## config.mk

```make
export PLATFORM = sky130hd
export DESIGN_NAME = s2mm_writer
export DESIGN_NICKNAME = d
export VERILOG_FILES = /design/src/s2mm_pkg.sv /design/src/s2mm_fifo_if.sv /design/src/s2mm_line_fifo.sv /design/src/s2mm_beat_counter.sv /design/src/s2mm_addr_gen.sv /design/src/s2mm_frame_ctrl.sv /design/src/s2mm_writer.sv
export VERILOG_INCLUDE_DIRS = /design/src /design/src/src
export SDC_FILE = /design/constraint.sdc
export NUM_CORES = 1
export LEC_CHECK = 0
export BUFFER_PORTS_ARGS = -buffer_cell sky130_fd_sc_hd__buf_2
export CAP_MARGIN = 0
export CELL_PAD_IN_SITES_DETAIL_PLACEMENT = 1
export CELL_PAD_IN_SITES_GLOBAL_PLACEMENT = 2
export CORE_ASPECT_RATIO = 0.8
export CORE_UTILIZATION = 30
export CTS_BUF_LIST = sky130_fd_sc_hd__clkbuf_4 sky130_fd_sc_hd__clkbuf_8
export CTS_CLUSTER_DIAMETER = 50
export CTS_CLUSTER_SIZE = 8
export DETAILED_ROUTE_END_ITERATION = 16
export PLACE_DENSITY_LB_ADDON = 0.1
export REMOVE_ABC_BUFFERS = 1
export SLEW_MARGIN = 15
export SYNTH_ARGS = -nofsm -noshare
export SYNTH_HDL_FRONTEND = slang
export SYNTH_SLANG_ARGS = --single-unit
```

## constraint.sdc

```tcl
create_clock -name clk -period 3.8 [get_ports clk]
set_input_delay 0.38 -clock clk [delete_from_list [all_inputs] [get_ports clk]]
set_output_delay 0.38 -clock clk [all_outputs]
set_load 0.02 [all_outputs]
```

## src/s2mm_consts.svh

```systemverilog
`ifndef S2MM_CONSTS_SVH
`define S2MM_CONSTS_SVH

//////////////////////////////////////////////////////////////////////
// bus and image sizes
//////////////////////////////////////////////////////////////////////

`define S2MM_DATA_W      32  // one pixel word per beat.
`define S2MM_ADDR_W      32
`define S2MM_IMG_BITS    12  // width and height fields.

//////////////////////////////////////////////////////////////////////
// burst and line buffer
//////////////////////////////////////////////////////////////////////

`define S2MM_BURST_LEN   16  // max beats per burst.
`define S2MM_FIFO_DEPTH  32
`define S2MM_FIFO_CNT_W  6   // holds 0 to depth inclusive.

`endif

```

## src/s2mm_pkg.sv

```systemverilog
`include "s2mm_consts.svh"

package s2mm_pkg;

	// frame controller phases.
	typedef enum logic [2:0] {
		ST_IDLE = 3'd0,
		ST_SOF  = 3'd1,  // wait for the first pixel of a frame.
		ST_AW   = 3'd2,
		ST_W    = 3'd3,
		ST_B    = 3'd4,
		ST_DONE = 3'd5
	} s2mm_state_t;

	// one line buffer slot.
	typedef struct packed {
		logic [`S2MM_DATA_W-1:0] pixel;
		logic                    eol;  // tlast of the stream beat.
		logic                    sof;  // tuser of the stream beat.
	} fifo_entry_t;

endpackage

```

## src/s2mm_fifo_if.sv

```systemverilog
`include "s2mm_consts.svh"

// read side of the line buffer.
interface s2mm_fifo_if;
	import s2mm_pkg::*;

	fifo_entry_t                 entry;  // head of the buffer.
	logic                        empty;
	logic [`S2MM_FIFO_CNT_W-1:0] count;
	logic                        pop;

	modport fifo (
		output entry,
		output empty,
		output count,
		input  pop
	);

	modport ctrl (
		input  entry,
		input  empty,
		input  count,
		output pop
	);

endinterface

```

## src/s2mm_line_fifo.sv

```systemverilog
`include "s2mm_consts.svh"

module s2mm_line_fifo (
	input  logic                    clk,
	input  logic                    resetn,
	input  logic [`S2MM_DATA_W-1:0] tdata,
	input  logic                    tvalid,
	input  logic                    tlast,
	input  logic                    tuser,
	input  logic                    armed,
	output logic                    tready,
	s2mm_fifo_if.fifo               fif
);
	import s2mm_pkg::*;

	localparam int CNT_W = `S2MM_FIFO_CNT_W;
	localparam int PTR_W = `S2MM_FIFO_CNT_W - 1;
	localparam logic [CNT_W-1:0] DEPTH = CNT_W'(`S2MM_FIFO_DEPTH);

	fifo_entry_t      mem [0:`S2MM_FIFO_DEPTH-1];
	fifo_entry_t      wr_entry;
	logic [PTR_W-1:0] wr_ptr;
	logic [PTR_W-1:0] rd_ptr;
	logic [CNT_W-1:0] count;
	logic [CNT_W-1:0] count_next;
	logic             started;
	logic             push;
	logic             pop;

	// every accepted beat is taken, only frame beats are kept.
	assign push = tvalid && tready && (tuser || started);
	assign pop  = fif.pop && !fif.empty;

	assign wr_entry.pixel = tdata;
	assign wr_entry.eol   = tlast;
	assign wr_entry.sof   = tuser;

	always_comb begin
		count_next = count;
		if (push && !pop) begin
			count_next = count + 1'b1;
		end else if (pop && !push) begin
			count_next = count - 1'b1;
		end
	end

	//////////////////////////////////////////////////////////////////////
	// pointers, count and frame tracking
	//////////////////////////////////////////////////////////////////////

	always_ff @(posedge clk) begin
		if (!resetn) begin
			wr_ptr  <= '0;
			rd_ptr  <= '0;
			count   <= '0;
			started <= 1'b0;
			tready  <= 1'b0;
		end else begin
			if (push) begin
				wr_ptr <= wr_ptr + 1'b1;
			end
			if (pop) begin
				rd_ptr <= rd_ptr + 1'b1;
			end
			count  <= count_next;
			tready <= (count_next != DEPTH);  // room left after this edge.
			if (push && tuser) begin
				started <= 1'b1;
			end else if (armed && fif.empty) begin
				started <= 1'b0;  // nothing useful left, drop until next sof.
			end
		end
	end

	always_ff @(posedge clk) begin
		if (push) begin
			mem[wr_ptr] <= wr_entry;
		end
	end

	assign fif.entry = mem[rd_ptr];
	assign fif.empty = (count == '0);
	assign fif.count = count;

endmodule

```

## src/s2mm_beat_counter.sv

```systemverilog
`include "s2mm_consts.svh"

module s2mm_beat_counter (
	input  logic                      clk,
	input  logic                      resetn,
	input  logic [`S2MM_IMG_BITS-1:0] width,
	input  logic [`S2MM_IMG_BITS-1:0] height,
	input  logic                      load_frame,
	input  logic                      load_burst,
	input  logic                      beat,
	output logic [7:0]                burst_len,
	output logic                      burst_last,
	output logic                      line_end,
	output logic                      frame_end
);
	localparam int IMG_W = `S2MM_IMG_BITS;
	localparam logic [IMG_W-1:0] MAX_BURST = IMG_W'(`S2MM_BURST_LEN);

	logic [IMG_W-1:0] line_left;  // beats of the line from the current burst on.
	logic [IMG_W-1:0] rows_left;
	logic [IMG_W-1:0] next_left;
	logic [IMG_W-1:0] next_rows;
	logic [7:0]       burst_left;
	logic             pend;  // burst finished, not yet retired from the line.

	function automatic logic [7:0] clip_len(input logic [IMG_W-1:0] n);
		logic [IMG_W-1:0] m;
		m = (n > MAX_BURST) ? MAX_BURST : n;
		return 8'(m);
	endfunction

	assign burst_len  = clip_len(line_left);
	assign burst_last = (burst_left == 8'd1);
	assign line_end   = (line_left <= MAX_BURST);  // this burst closes the line.
	assign frame_end  = line_end && (rows_left == IMG_W'(1));

	// a burst that does not close the line is always a full one.
	always_comb begin
		next_left = line_left;
		next_rows = rows_left;
		if (pend) begin
			if (line_end) begin
				next_left = width;
				next_rows = rows_left - 1'b1;
			end else begin
				next_left = line_left - MAX_BURST;
			end
		end
	end

	always_ff @(posedge clk) begin
		if (!resetn) begin
			line_left  <= '0;
			rows_left  <= '0;
			burst_left <= '0;
			pend       <= 1'b0;
		end else if (load_frame) begin
			line_left  <= width;
			rows_left  <= height;
			burst_left <= '0;
			pend       <= 1'b0;
		end else if (load_burst) begin
			line_left  <= next_left;
			rows_left  <= next_rows;
			burst_left <= clip_len(next_left);
			pend       <= 1'b0;
		end else if (beat) begin
			burst_left <= burst_left - 1'b1;
			if (burst_last) begin
				pend <= 1'b1;
			end
		end
	end

endmodule

```

## src/s2mm_addr_gen.sv

```systemverilog
`include "s2mm_consts.svh"

module s2mm_addr_gen (
	input  logic                    clk,
	input  logic                    resetn,
	input  logic [`S2MM_ADDR_W-1:0] base,
	input  logic [`S2MM_ADDR_W-1:0] stride,
	input  logic                    load_frame,
	input  logic                    burst_done,
	input  logic [7:0]              burst_len,
	input  logic                    line_done,
	output logic [`S2MM_ADDR_W-1:0] awaddr
);
	localparam int ADDR_W = `S2MM_ADDR_W;

	logic [ADDR_W-1:0] line_base;
	logic [ADDR_W-1:0] burst_addr;
	logic [ADDR_W-1:0] burst_bytes;
	logic [ADDR_W-1:0] next_line;

	assign burst_bytes = ADDR_W'({burst_len, 2'b00});  // 4 bytes per beat.
	assign next_line   = line_base + stride;

	always_ff @(posedge clk) begin
		if (!resetn) begin
			line_base  <= '0;
			burst_addr <= '0;
		end else if (load_frame) begin
			line_base  <= base;
			burst_addr <= base;
		end else if (burst_done) begin
			if (line_done) begin
				line_base  <= next_line;
				burst_addr <= next_line;
			end else begin
				burst_addr <= burst_addr + burst_bytes;
			end
		end
	end

	assign awaddr = burst_addr;

endmodule

```

## src/s2mm_frame_ctrl.sv

```systemverilog
`include "s2mm_consts.svh"

module s2mm_frame_ctrl (
	input  logic       clk,
	input  logic       resetn,
	input  logic       start,
	input  logic       awready,
	input  logic       wready,
	input  logic       bvalid,
	input  logic [7:0] burst_len,
	input  logic       burst_last,
	input  logic       line_end,
	input  logic       frame_end,
	output logic       awvalid,
	output logic       wvalid,
	output logic       wlast,
	output logic       bready,
	output logic       armed,
	output logic       load_frame,
	output logic       load_burst,
	output logic       beat,
	output logic       burst_done,
	output logic       line_done,
	output logic       frame_done,
	s2mm_fifo_if.ctrl  fif
);
	import s2mm_pkg::*;

	s2mm_state_t state;
	s2mm_state_t state_next;
	logic        w_fire;
	logic        enough;  // first burst of the frame is buffered.

	assign w_fire = wvalid && wready;
	assign enough = (8'(fif.count) >= burst_len);

	always_ff @(posedge clk) begin
		if (!resetn) begin
			state <= ST_IDLE;
		end else begin
			state <= state_next;
		end
	end

	//////////////////////////////////////////////////////////////////////
	// phase sequencing
	//////////////////////////////////////////////////////////////////////

	always_comb begin
		state_next = state;
		load_frame = 1'b0;
		load_burst = 1'b0;
		beat       = 1'b0;
		burst_done = 1'b0;
		line_done  = 1'b0;
		fif.pop    = 1'b0;
		case (state)
			ST_IDLE: begin
				if (start) begin
					state_next = ST_SOF;
					load_frame = 1'b1;
				end
			end
			ST_SOF: begin
				if (!fif.empty) begin
					if (!fif.entry.sof) begin
						fif.pop = 1'b1;  // stale beat ahead of the frame.
					end else if (enough) begin
						state_next = ST_AW;
						load_burst = 1'b1;
					end
				end
			end
			ST_AW: begin
				if (awready) begin
					state_next = ST_W;
				end
			end
			ST_W: begin
				beat    = w_fire;
				fif.pop = w_fire;
				if (w_fire && burst_last) begin
					state_next = ST_B;
				end
			end
			ST_B: begin
				if (bvalid) begin
					burst_done = 1'b1;
					line_done  = line_end;
					if (frame_end) begin
						state_next = ST_DONE;
					end else begin
						state_next = ST_AW;
						load_burst = 1'b1;
					end
				end
			end
			ST_DONE: begin
				state_next = ST_IDLE;
			end
			default: begin
				state_next = ST_IDLE;
			end
		endcase
	end

	assign awvalid    = (state == ST_AW);
	assign wvalid     = (state == ST_W) && !fif.empty;
	assign wlast      = (state == ST_W) && burst_last;
	assign bready     = (state == ST_B);
	assign armed      = (state == ST_SOF);
	assign frame_done = (state == ST_DONE);

endmodule

```

## src/s2mm_writer.sv

```systemverilog
`include "s2mm_consts.svh"

module s2mm_writer (
	input  logic                      clk,
	input  logic                      resetn,
	input  logic                      start,
	input  logic [`S2MM_ADDR_W-1:0]   base,
	input  logic [`S2MM_ADDR_W-1:0]   stride,
	input  logic [`S2MM_IMG_BITS-1:0] width,
	input  logic [`S2MM_IMG_BITS-1:0] height,
	output logic                      frame_done,
	// stream input.
	input  logic [`S2MM_DATA_W-1:0]   s_tdata,
	input  logic                      s_tvalid,
	output logic                      s_tready,
	input  logic                      s_tlast,
	input  logic                      s_tuser,
	// write address channel.
	output logic [`S2MM_ADDR_W-1:0]   m_awaddr,
	output logic [7:0]                m_awlen,
	output logic [2:0]                m_awsize,
	output logic [1:0]                m_awburst,
	output logic                      m_awvalid,
	input  logic                      m_awready,
	// write data channel.
	output logic [`S2MM_DATA_W-1:0]   m_wdata,
	output logic [`S2MM_DATA_W/8-1:0] m_wstrb,
	output logic                      m_wlast,
	output logic                      m_wvalid,
	input  logic                      m_wready,
	// write response channel.
	input  logic                      m_bvalid,
	output logic                      m_bready,
	input  logic [1:0]                m_bresp
);
	s2mm_fifo_if fif_bus ();

	logic       armed;
	logic       load_frame;
	logic       load_burst;
	logic       beat;
	logic       burst_done;
	logic       line_done;
	logic [7:0] burst_len;
	logic       burst_last;
	logic       line_end;
	logic       frame_end;

	s2mm_line_fifo u_fifo (
		.clk    (clk),
		.resetn (resetn),
		.tdata  (s_tdata),
		.tvalid (s_tvalid),
		.tlast  (s_tlast),
		.tuser  (s_tuser),
		.armed  (armed),
		.tready (s_tready),
		.fif    (fif_bus.fifo)
	);

	s2mm_beat_counter u_counter (
		.clk        (clk),
		.resetn     (resetn),
		.width      (width),
		.height     (height),
		.load_frame (load_frame),
		.load_burst (load_burst),
		.beat       (beat),
		.burst_len  (burst_len),
		.burst_last (burst_last),
		.line_end   (line_end),
		.frame_end  (frame_end)
	);

	s2mm_addr_gen u_addr (
		.clk        (clk),
		.resetn     (resetn),
		.base       (base),
		.stride     (stride),
		.load_frame (load_frame),
		.burst_done (burst_done),
		.burst_len  (burst_len),
		.line_done  (line_done),
		.awaddr     (m_awaddr)
	);

	s2mm_frame_ctrl u_ctrl (
		.clk        (clk),
		.resetn     (resetn),
		.start      (start),
		.awready    (m_awready),
		.wready     (m_wready),
		.bvalid     (m_bvalid),
		.burst_len  (burst_len),
		.burst_last (burst_last),
		.line_end   (line_end),
		.frame_end  (frame_end),
		.awvalid    (m_awvalid),
		.wvalid     (m_wvalid),
		.wlast      (m_wlast),
		.bready     (m_bready),
		.armed      (armed),
		.load_frame (load_frame),
		.load_burst (load_burst),
		.beat       (beat),
		.burst_done (burst_done),
		.line_done  (line_done),
		.frame_done (frame_done),
		.fif        (fif_bus.ctrl)
	);

	assign m_awlen   = burst_len - 8'd1;
	assign m_awsize  = 3'b010;  // 4 bytes per beat.
	assign m_awburst = 2'b01;  // incr.
	assign m_wdata   = fif_bus.entry.pixel;
	assign m_wstrb   = '1;

endmodule

```

# ---- Yosys cells after proc, flatten, opt, wreduce, memory -nomap -nowiden
# Memories as Yosys holds them, arrays and structs flattened. A register that Yosys moved wholly into a read port is not among the register bits.
# Cells that the tools add are included.
dict set report classes {
  n_reduce_logical 31
  muxes 51
  order_cmp 4
  bitwise 1
  eq_ne 15
  addsub 10
}
# op n
set op_table {}
lappend op_table {{two-way mux 32 bit} 6}
lappend op_table {{two-way mux 12 bit} 8}
lappend op_table {{adder 32 x 10 -> 32 bit} 1}
lappend op_table {{adder 32 bit} 1}
lappend op_table {{two-way mux 8 bit} 4}
lappend op_table {{> comparator 12 x 5 -> 1 bit (second input constant)} 2}
lappend op_table {{two-way mux 3 bit} 8}
lappend op_table {{two-way mux 1 bit} 18}
lappend op_table {{subtractor 8 x 1 -> 8 bit (second input constant)} 2}
lappend op_table {{case mux 3 bit (5 select lines)} 1}
lappend op_table {{nonzero test 2 bit} 7}
lappend op_table {{equality test 12 x 1 -> 1 bit (second input constant)} 1}
lappend op_table {{<= comparator 12 x 5 -> 1 bit (second input constant)} 1}
lappend op_table {{logical AND 1 bit} 12}
lappend op_table {{two-way mux 6 bit} 2}
lappend op_table {{subtractor 12 x 1 -> 12 bit (second input constant)} 1}
lappend op_table {{subtractor 12 x 5 -> 12 bit (second input constant)} 1}
lappend op_table {{adder 5 x 1 -> 5 bit (second input constant)} 2}
lappend op_table {{two-way mux 5 bit} 2}
lappend op_table {{equality test 8 x 1 -> 1 bit (second input constant)} 1}
lappend op_table {{greater-or-equal comparator 6 x 8 -> 1 bit} 1}
lappend op_table {{!= test 2 x 1 -> 1 bit (second input constant)} 4}
lappend op_table {{AND reduction 7 bit} 1}
lappend op_table {{adder 6 x 1 -> 6 bit (second input constant)} 1}
lappend op_table {{other kinds (16)} 24}
dict set report totals {
  input_bits 131
  output_inout_bits 87
  register_bits 118
  mem_count 1
  mem_bits_rw 1088
  elab_cells 125
}
# name words width read_ports rd_clocked_by_memory_dff wr line_no
set mem_list {}
lappend mem_list {u_fifo.mem 32 34 1 1 1 s2mm_line_fifo.sv:20} ;# fifo_entry_t mem [0:`S2MM_FIFO_DEPTH-1];

# ---- Depth between registers and ports, before layout
dict set report logic_depth {
  ltp_word 10
  mapped_depth 21
  mapped_depth_nobuf 18
}

# ---- Modules after synthesis
# A second synthesis with hierarchy kept.
dict set report unflattened {
  hier_cells 2806
  area_unflattened_um2 50771.2
}
# module cells_each instances seq_area_each_um2 area_per_inst_um2
set by_module_without_submodules {}
lappend by_module_without_submodules {s2mm_line_fifo 1712 1 33131.8 42390.7}
lappend by_module_without_submodules {s2mm_addr_gen 716 1 1281.2 5451.5}
lappend by_module_without_submodules {s2mm_beat_counter 282 1 660.6 2200.9}
lappend by_module_without_submodules {s2mm_frame_ctrl 67 1 60.1 506.7}
lappend by_module_without_submodules {s2mm_writer 29 1 0.0 221.5}

# ---- Least setup slack after synthesis
# OpenSTA, ideal clock, no wires.
dict set report synth_timing {
  path_kind {register to register}
  from {register u_counter.line_left[8]}
  to {register u_addr.burst_addr[28] (netlist: u_addr.awaddr[28])}
  setup_ns 0.133
  n_path_buf 5
  path_stages_with_launch 21
  synth_period_minus_slack_ns 4.215
  arrival_ns 4.082
  slack_ns -0.415
  path_cell_list {dfxtp_1 -> buf_2 -> nor4_2 -> and2_1 -> and2_1 -> clkbuf_1 -> buf_1 -> nand2_1 -> inv_1 -> ha_1 -> inv_1 -> fa_1 -> nor2b_1 -> o2111ai_1 -> a31oi_1 -> and2_1 -> clkbuf_1 -> clkbuf_1 -> a31oi_1 -> o21ai_0 -> a31oi_1}
}
dict set report synth_via {
  elab_chain_len 6
}
# item line_no
set synth_rtl {}
lappend synth_rtl {{start: declaration} s2mm_beat_counter.sv:19} ;# logic [IMG_W-1:0] line_left;
lappend synth_rtl {{start signal: assignment} s2mm_beat_counter.sv:58} ;# line_left <= width;
lappend synth_rtl {{start signal: assignment} s2mm_beat_counter.sv:63} ;# line_left <= next_left;
lappend synth_rtl {{> comparator 12 x 5 -> 1 bit or <= comparator 12 x 5 -> 1 bit (tied branches)} {s2mm_beat_counter.sv:28, s2mm_beat_counter.sv:34}}
lappend synth_rtl {{two-way mux 8 bit or two-way mux 1 bit (tied branches)} {s2mm_beat_counter.sv:28, s2mm_frame_ctrl.sv:87}}
lappend synth_rtl {{adder 32 x 10 -> 32 bit or two-way mux 1 bit (tied branches)} {s2mm_addr_gen.sv:36, s2mm_frame_ctrl.sv:57}}
lappend synth_rtl {{two-way mux 32 bit (*)} s2mm_addr_gen.sv:32} ;# if (line_done) begin
lappend synth_rtl {{two-way mux 32 bit (*)} s2mm_addr_gen.sv:31} ;# end else if (burst_done) begin
lappend synth_rtl {{two-way mux 32 bit (*)} s2mm_addr_gen.sv:28} ;# end else if (load_frame) begin
lappend synth_rtl {{end signal: assignment} s2mm_addr_gen.sv:30} ;# burst_addr <= base;
lappend synth_rtl {{end signal: assignment} s2mm_addr_gen.sv:34} ;# burst_addr <= next_line;
lappend synth_rtl {{end signal: assignment} s2mm_addr_gen.sv:36} ;# burst_addr <= burst_addr + burst_bytes;
lappend synth_rtl {{end: declaration} s2mm_addr_gen.sv:17} ;# logic [ADDR_W-1:0] burst_addr;
# Every way passes the cells marked *; elsewhere a longest branch is shown, timed or not. The select of a mux whose other input is x is not followed.
# A chain may end at the register's enable or synchronous reset.

==> impl_metrics.csv <==
group,metric,value,unit
synthesis,synthSimpleGateAreaFrac,4.30,%
synthesis,yosysTopAreaCell,"edfxtp_1",
detailed_routing,viasPerCell,5.13,
synthesis,muxShareOfSynthArea,16.1,%
sta,fin_ws,108,ps
grt,antenna_found_initial,4,
pwr,power_frac_clock,33.0,%
synthesis,avgSynthCellArea,18.0,um2
sta,period_needed,3690,ps
synthesis,synthCells,2717,
grt,grt_use_met2,29.6,%
floorplan,fp.coreArea,0.160,mm2
pwr,p_sw_share,27.5,%
setup_path,crit_type,"flop to output pin",
grt,globalRouteMet3Util,3.31,%
min_path,min_path_type,"primary input to flop",
clocking,clock_latency,910,ps
min_path,whs_endpoint,"u_addr.awaddr[9]",
synthesis,syn-cell-area,0.0488,mm2
setup_path,cp-end-kind,"output pin",
clocking,clkSinkCount,1179,
sta,finClkSkew,49.2,ps
synthesis,synth-compound-area-share,5.31,%
synthesis,ys_top_cells_by_area,"edfxtp_1, mux4_2, dfxtp_1",
floorplan,die_x,453,um
run,drv_cap,0,
setup_path,reg2regPathDepth,16,
setup_path,reg2reg_slack,150,ps
min_path,whs_path_depth,6,
sta,setup_viol,0,
clocking,clk_pin_slew,60,ps
sta,period_share,97.2,%
grt,grt_pass1_wl,219000,um
detailed_routing,final_antenna_net_count,0,
setup_path,r2r_end,"u_addr.awaddr[16]",
grt,gr-total-overflow,0,
floorplan,die_area,0.164,mm2
pwr,intPower,22.4,mW
pwr,p_per_area,524,mW/mm2
sta,slew_headroom,27.3,%
setup_path,critPathLaunchType,"flop",
synthesis,ys_ff_latch,1179,
placed_design,place_congestion,0.777,
clocking,clk_path_buf_depth,3,
placed_design,preCtsSetupSlack,26.8,ps
clocking,htree_levels,4,
sta,tns,0,ps
setup_path,slowest_stage,"mux4_2",
setup_path,arrival,3310,ps
setup_path,crit_top_cell,"mux4_2",
layout,fin_nets,3451,
setup_path,worstPathRequired,3420,ps
detailed_routing,drt_iter0_drc,2252,
setup_path,r2r-start,"u_counter.line_left[3]",
layout,final_layout_size_suffix_gt1_share,31.9,%
floorplan,start_util,30.4,%
pwr,ir_drop,0.257,mV
sta,drv_slew,0,
detailed_routing,totalWireLength,155000,um
grt,grtUsageTotal,18.7,%
synthesis,synth-edff-count,1056,
placed_design,hpwl,89400,um
pwr,p_comb_share,19.7,%
floorplan,top_level_ports,218,
setup_path,path_max_fanout,6,
pwr,seqPwrFrac,47.3,%
detailed_routing,dr.pass1.iters,5,
grt,met1_usage,26.3,%
grt,grt_pass1_vias,29698,
grt,grt_busiest_layer,"met2",
layout,utilization,36.8,%
detailed_routing,drc,0,
clocking,cts_buffers,180,
synthesis,yosysSeqAreaShare,70.1,%
sta,hold_ws,138,ps
synthesis,synth.distinct_cells,78,
clocking,cts_tree,"done",
synthesis,ys.flop_type,"edfxtp_1",
min_path,worstHoldStart,"stride[9]",
run_status,status,"finished clean",
synthesis,synthTopCellsByCount,"edfxtp_1, mux4_2, a21oi_1, nor2_1, nand2_1",
layout,areaGrowthSynthToFinish,21.0,%
detailed_routing,dr_total_vias,27986,
detailed_routing,wl_per_cell,28.4,um
sta,grt_setup_unrepaired,"true",
clocking,root_buffer,"clkbuf_8",
pwr,power_switching,8.49,mW
synthesis,synth_async_sr_flop_share,0,%
synthesis,ys_warn_count,0,
synthesis,yosysMostFrequentCell,"edfxtp_1",
pwr,leakage,19.0,nW
synthesis,synth-xor-area-share,1.04,%
sta,fmax,271,MHz
floorplan,rows,131,
placed_design,port_buffers,205,
setup_path,max_stage_delay,580,ps
synthesis,synth_top_family_by_area,"multiplexers",
sta,hold_violations,0,
grt,grt_max_degree,62,
setup_path,path_cells,"buf_16 -> buf_4 -> mux4_2 -> mux4_2 -> mux2_4 -> buf_6",
synthesis,yosys.area.top_type_share,65.0,%
synthesis,synth_fa_ha_area_share,1.60,%
sta,worst_pin_slew,1090,ps
floorplan,die_height,363,um
## sequential cells by signal, indices dropped and copies added, names as in the netlist, named ones only
| register | flops |
|---|---|
| u_fifo.fif.count | 6 |
| u_counter.line_left | 12 |
| u_counter.pend | 1 |
| u_addr.awaddr | 32 |
| u_counter.rows_left | 12 |
| u_fifo.tready | 1 |
| u_counter.burst_left | 8 |
| u_fifo.wr_ptr | 5 |
| u_ctrl.state | 3 |
| u_fifo.rd_ptr | 5 |
| u_fifo.mem | 1056 |
| u_addr.line_base | 32 |
| u_fifo.started | 1 |
## layout by cell type, fill, tap and decap left out, drive strengths merged, types with 9 or more instances in the layout
master       instances
a31oi               24
o21a                14
o21ai               86
dlygate4sd3        111
a21o                25
a21oi              136
conb                11
ha                  59
buf                383
nand2              130
xnor2               29
mux4               320
inv                 39
and2                17
clkinv              15
xor2                29
a22oi               37
edfxtp            1056
dfxtp              123
clkbuf             220
mux2i               29
nand4               16
nor2b                9
nand3               39
nor2               137
a211oi              18
nor3                33
mux2                33
## routing by layer
layer  vias to the layer above  part of all wire [%]  wire (um)
met2                       636                    47      73500
met4                         0                   2.3       3540
met1                     15008                    46      71400
met5                         -                     0          0
li1                      12125                     -          -
met3                       217                   4.3       6620
## metrics by stage
stage               cell area [um2]  std cells  power (mW)
finish                        59000       5460        30.9
global route                  59000       5460        32.3
CTS                           58700       5440        31.3
detailed placement            53600       5054        20.3
global placement              53600       5054        20.2
floorplan                     48200       2577        18.3
## final cells by class
class	count	area [um2]
Antenna cell	7	17.5
Clock buffer	217	2820
Clock inverter	31	358
Fill cell	15966	101000
Inverter	34	128
Multi-Input combinational cell	1365	14300
Sequential cell	1179	34200
Tap cell	2128	2660
Timing Repair Buffer	499	4500
## worst max-delay path, delay by kind of cell (launching register included)
family,cells,cell delay (ps)
buf+inv,3,530
mux,3,1420
flops,1,450
## timing repair
item                                    in CTS  in global routing
buffers inserted                            14                 13
gates cloned                                13                  4
endpoints found under the setup margin      32                 66
pin swaps                                    0                 10
resized for setup                           74                 45
hold endpoints to repair                  1152                  0
hold buffers                               111                  0
## power groups by stage
| stage | Clock, mW | Combinational [mW] | Sequential [mW] |
|---|---|---|---|
| after floorplan | 0 | 3.14 | 15.1 |
| after global placement | 0 | 5.28 | 14.9 |
| after detailed placement | 0 | 5.35 | 14.9 |
| after CTS | 10.6 | 6.05 | 14.6 |
| after global routing | 11.0 | 6.60 | 14.7 |
| final | 10.2 | 6.09 | 14.6 |
## worst max path at each step
stage,start,endpoint,slack (ps),cells after the start
final,flop,m_wdata[1],110,6
after detailed placement,u_counter.line_left[0],u_addr.awaddr[21],30,18
after global routing,u_counter.line_left[3],u_addr.awaddr[14],-70,18
after global placement,u_counter.line_left[0],u_addr.awaddr[21],90,18
after CTS,flop,m_wdata[30],-70,7
after floorplan,flop,u_counter.rows_left[5],-9300,9
## cell families after synthesis
logic type	Yosys count
AO/OA/AOI/OAI	411
flip-flops	1179
XOR/XNOR	58
buffers and inverters	183
other	2
adder cells (fa/ha/maj)	61
AND/OR/NAND/NOR	441
multiplexers	382
(Power assumes the default switching activity.)
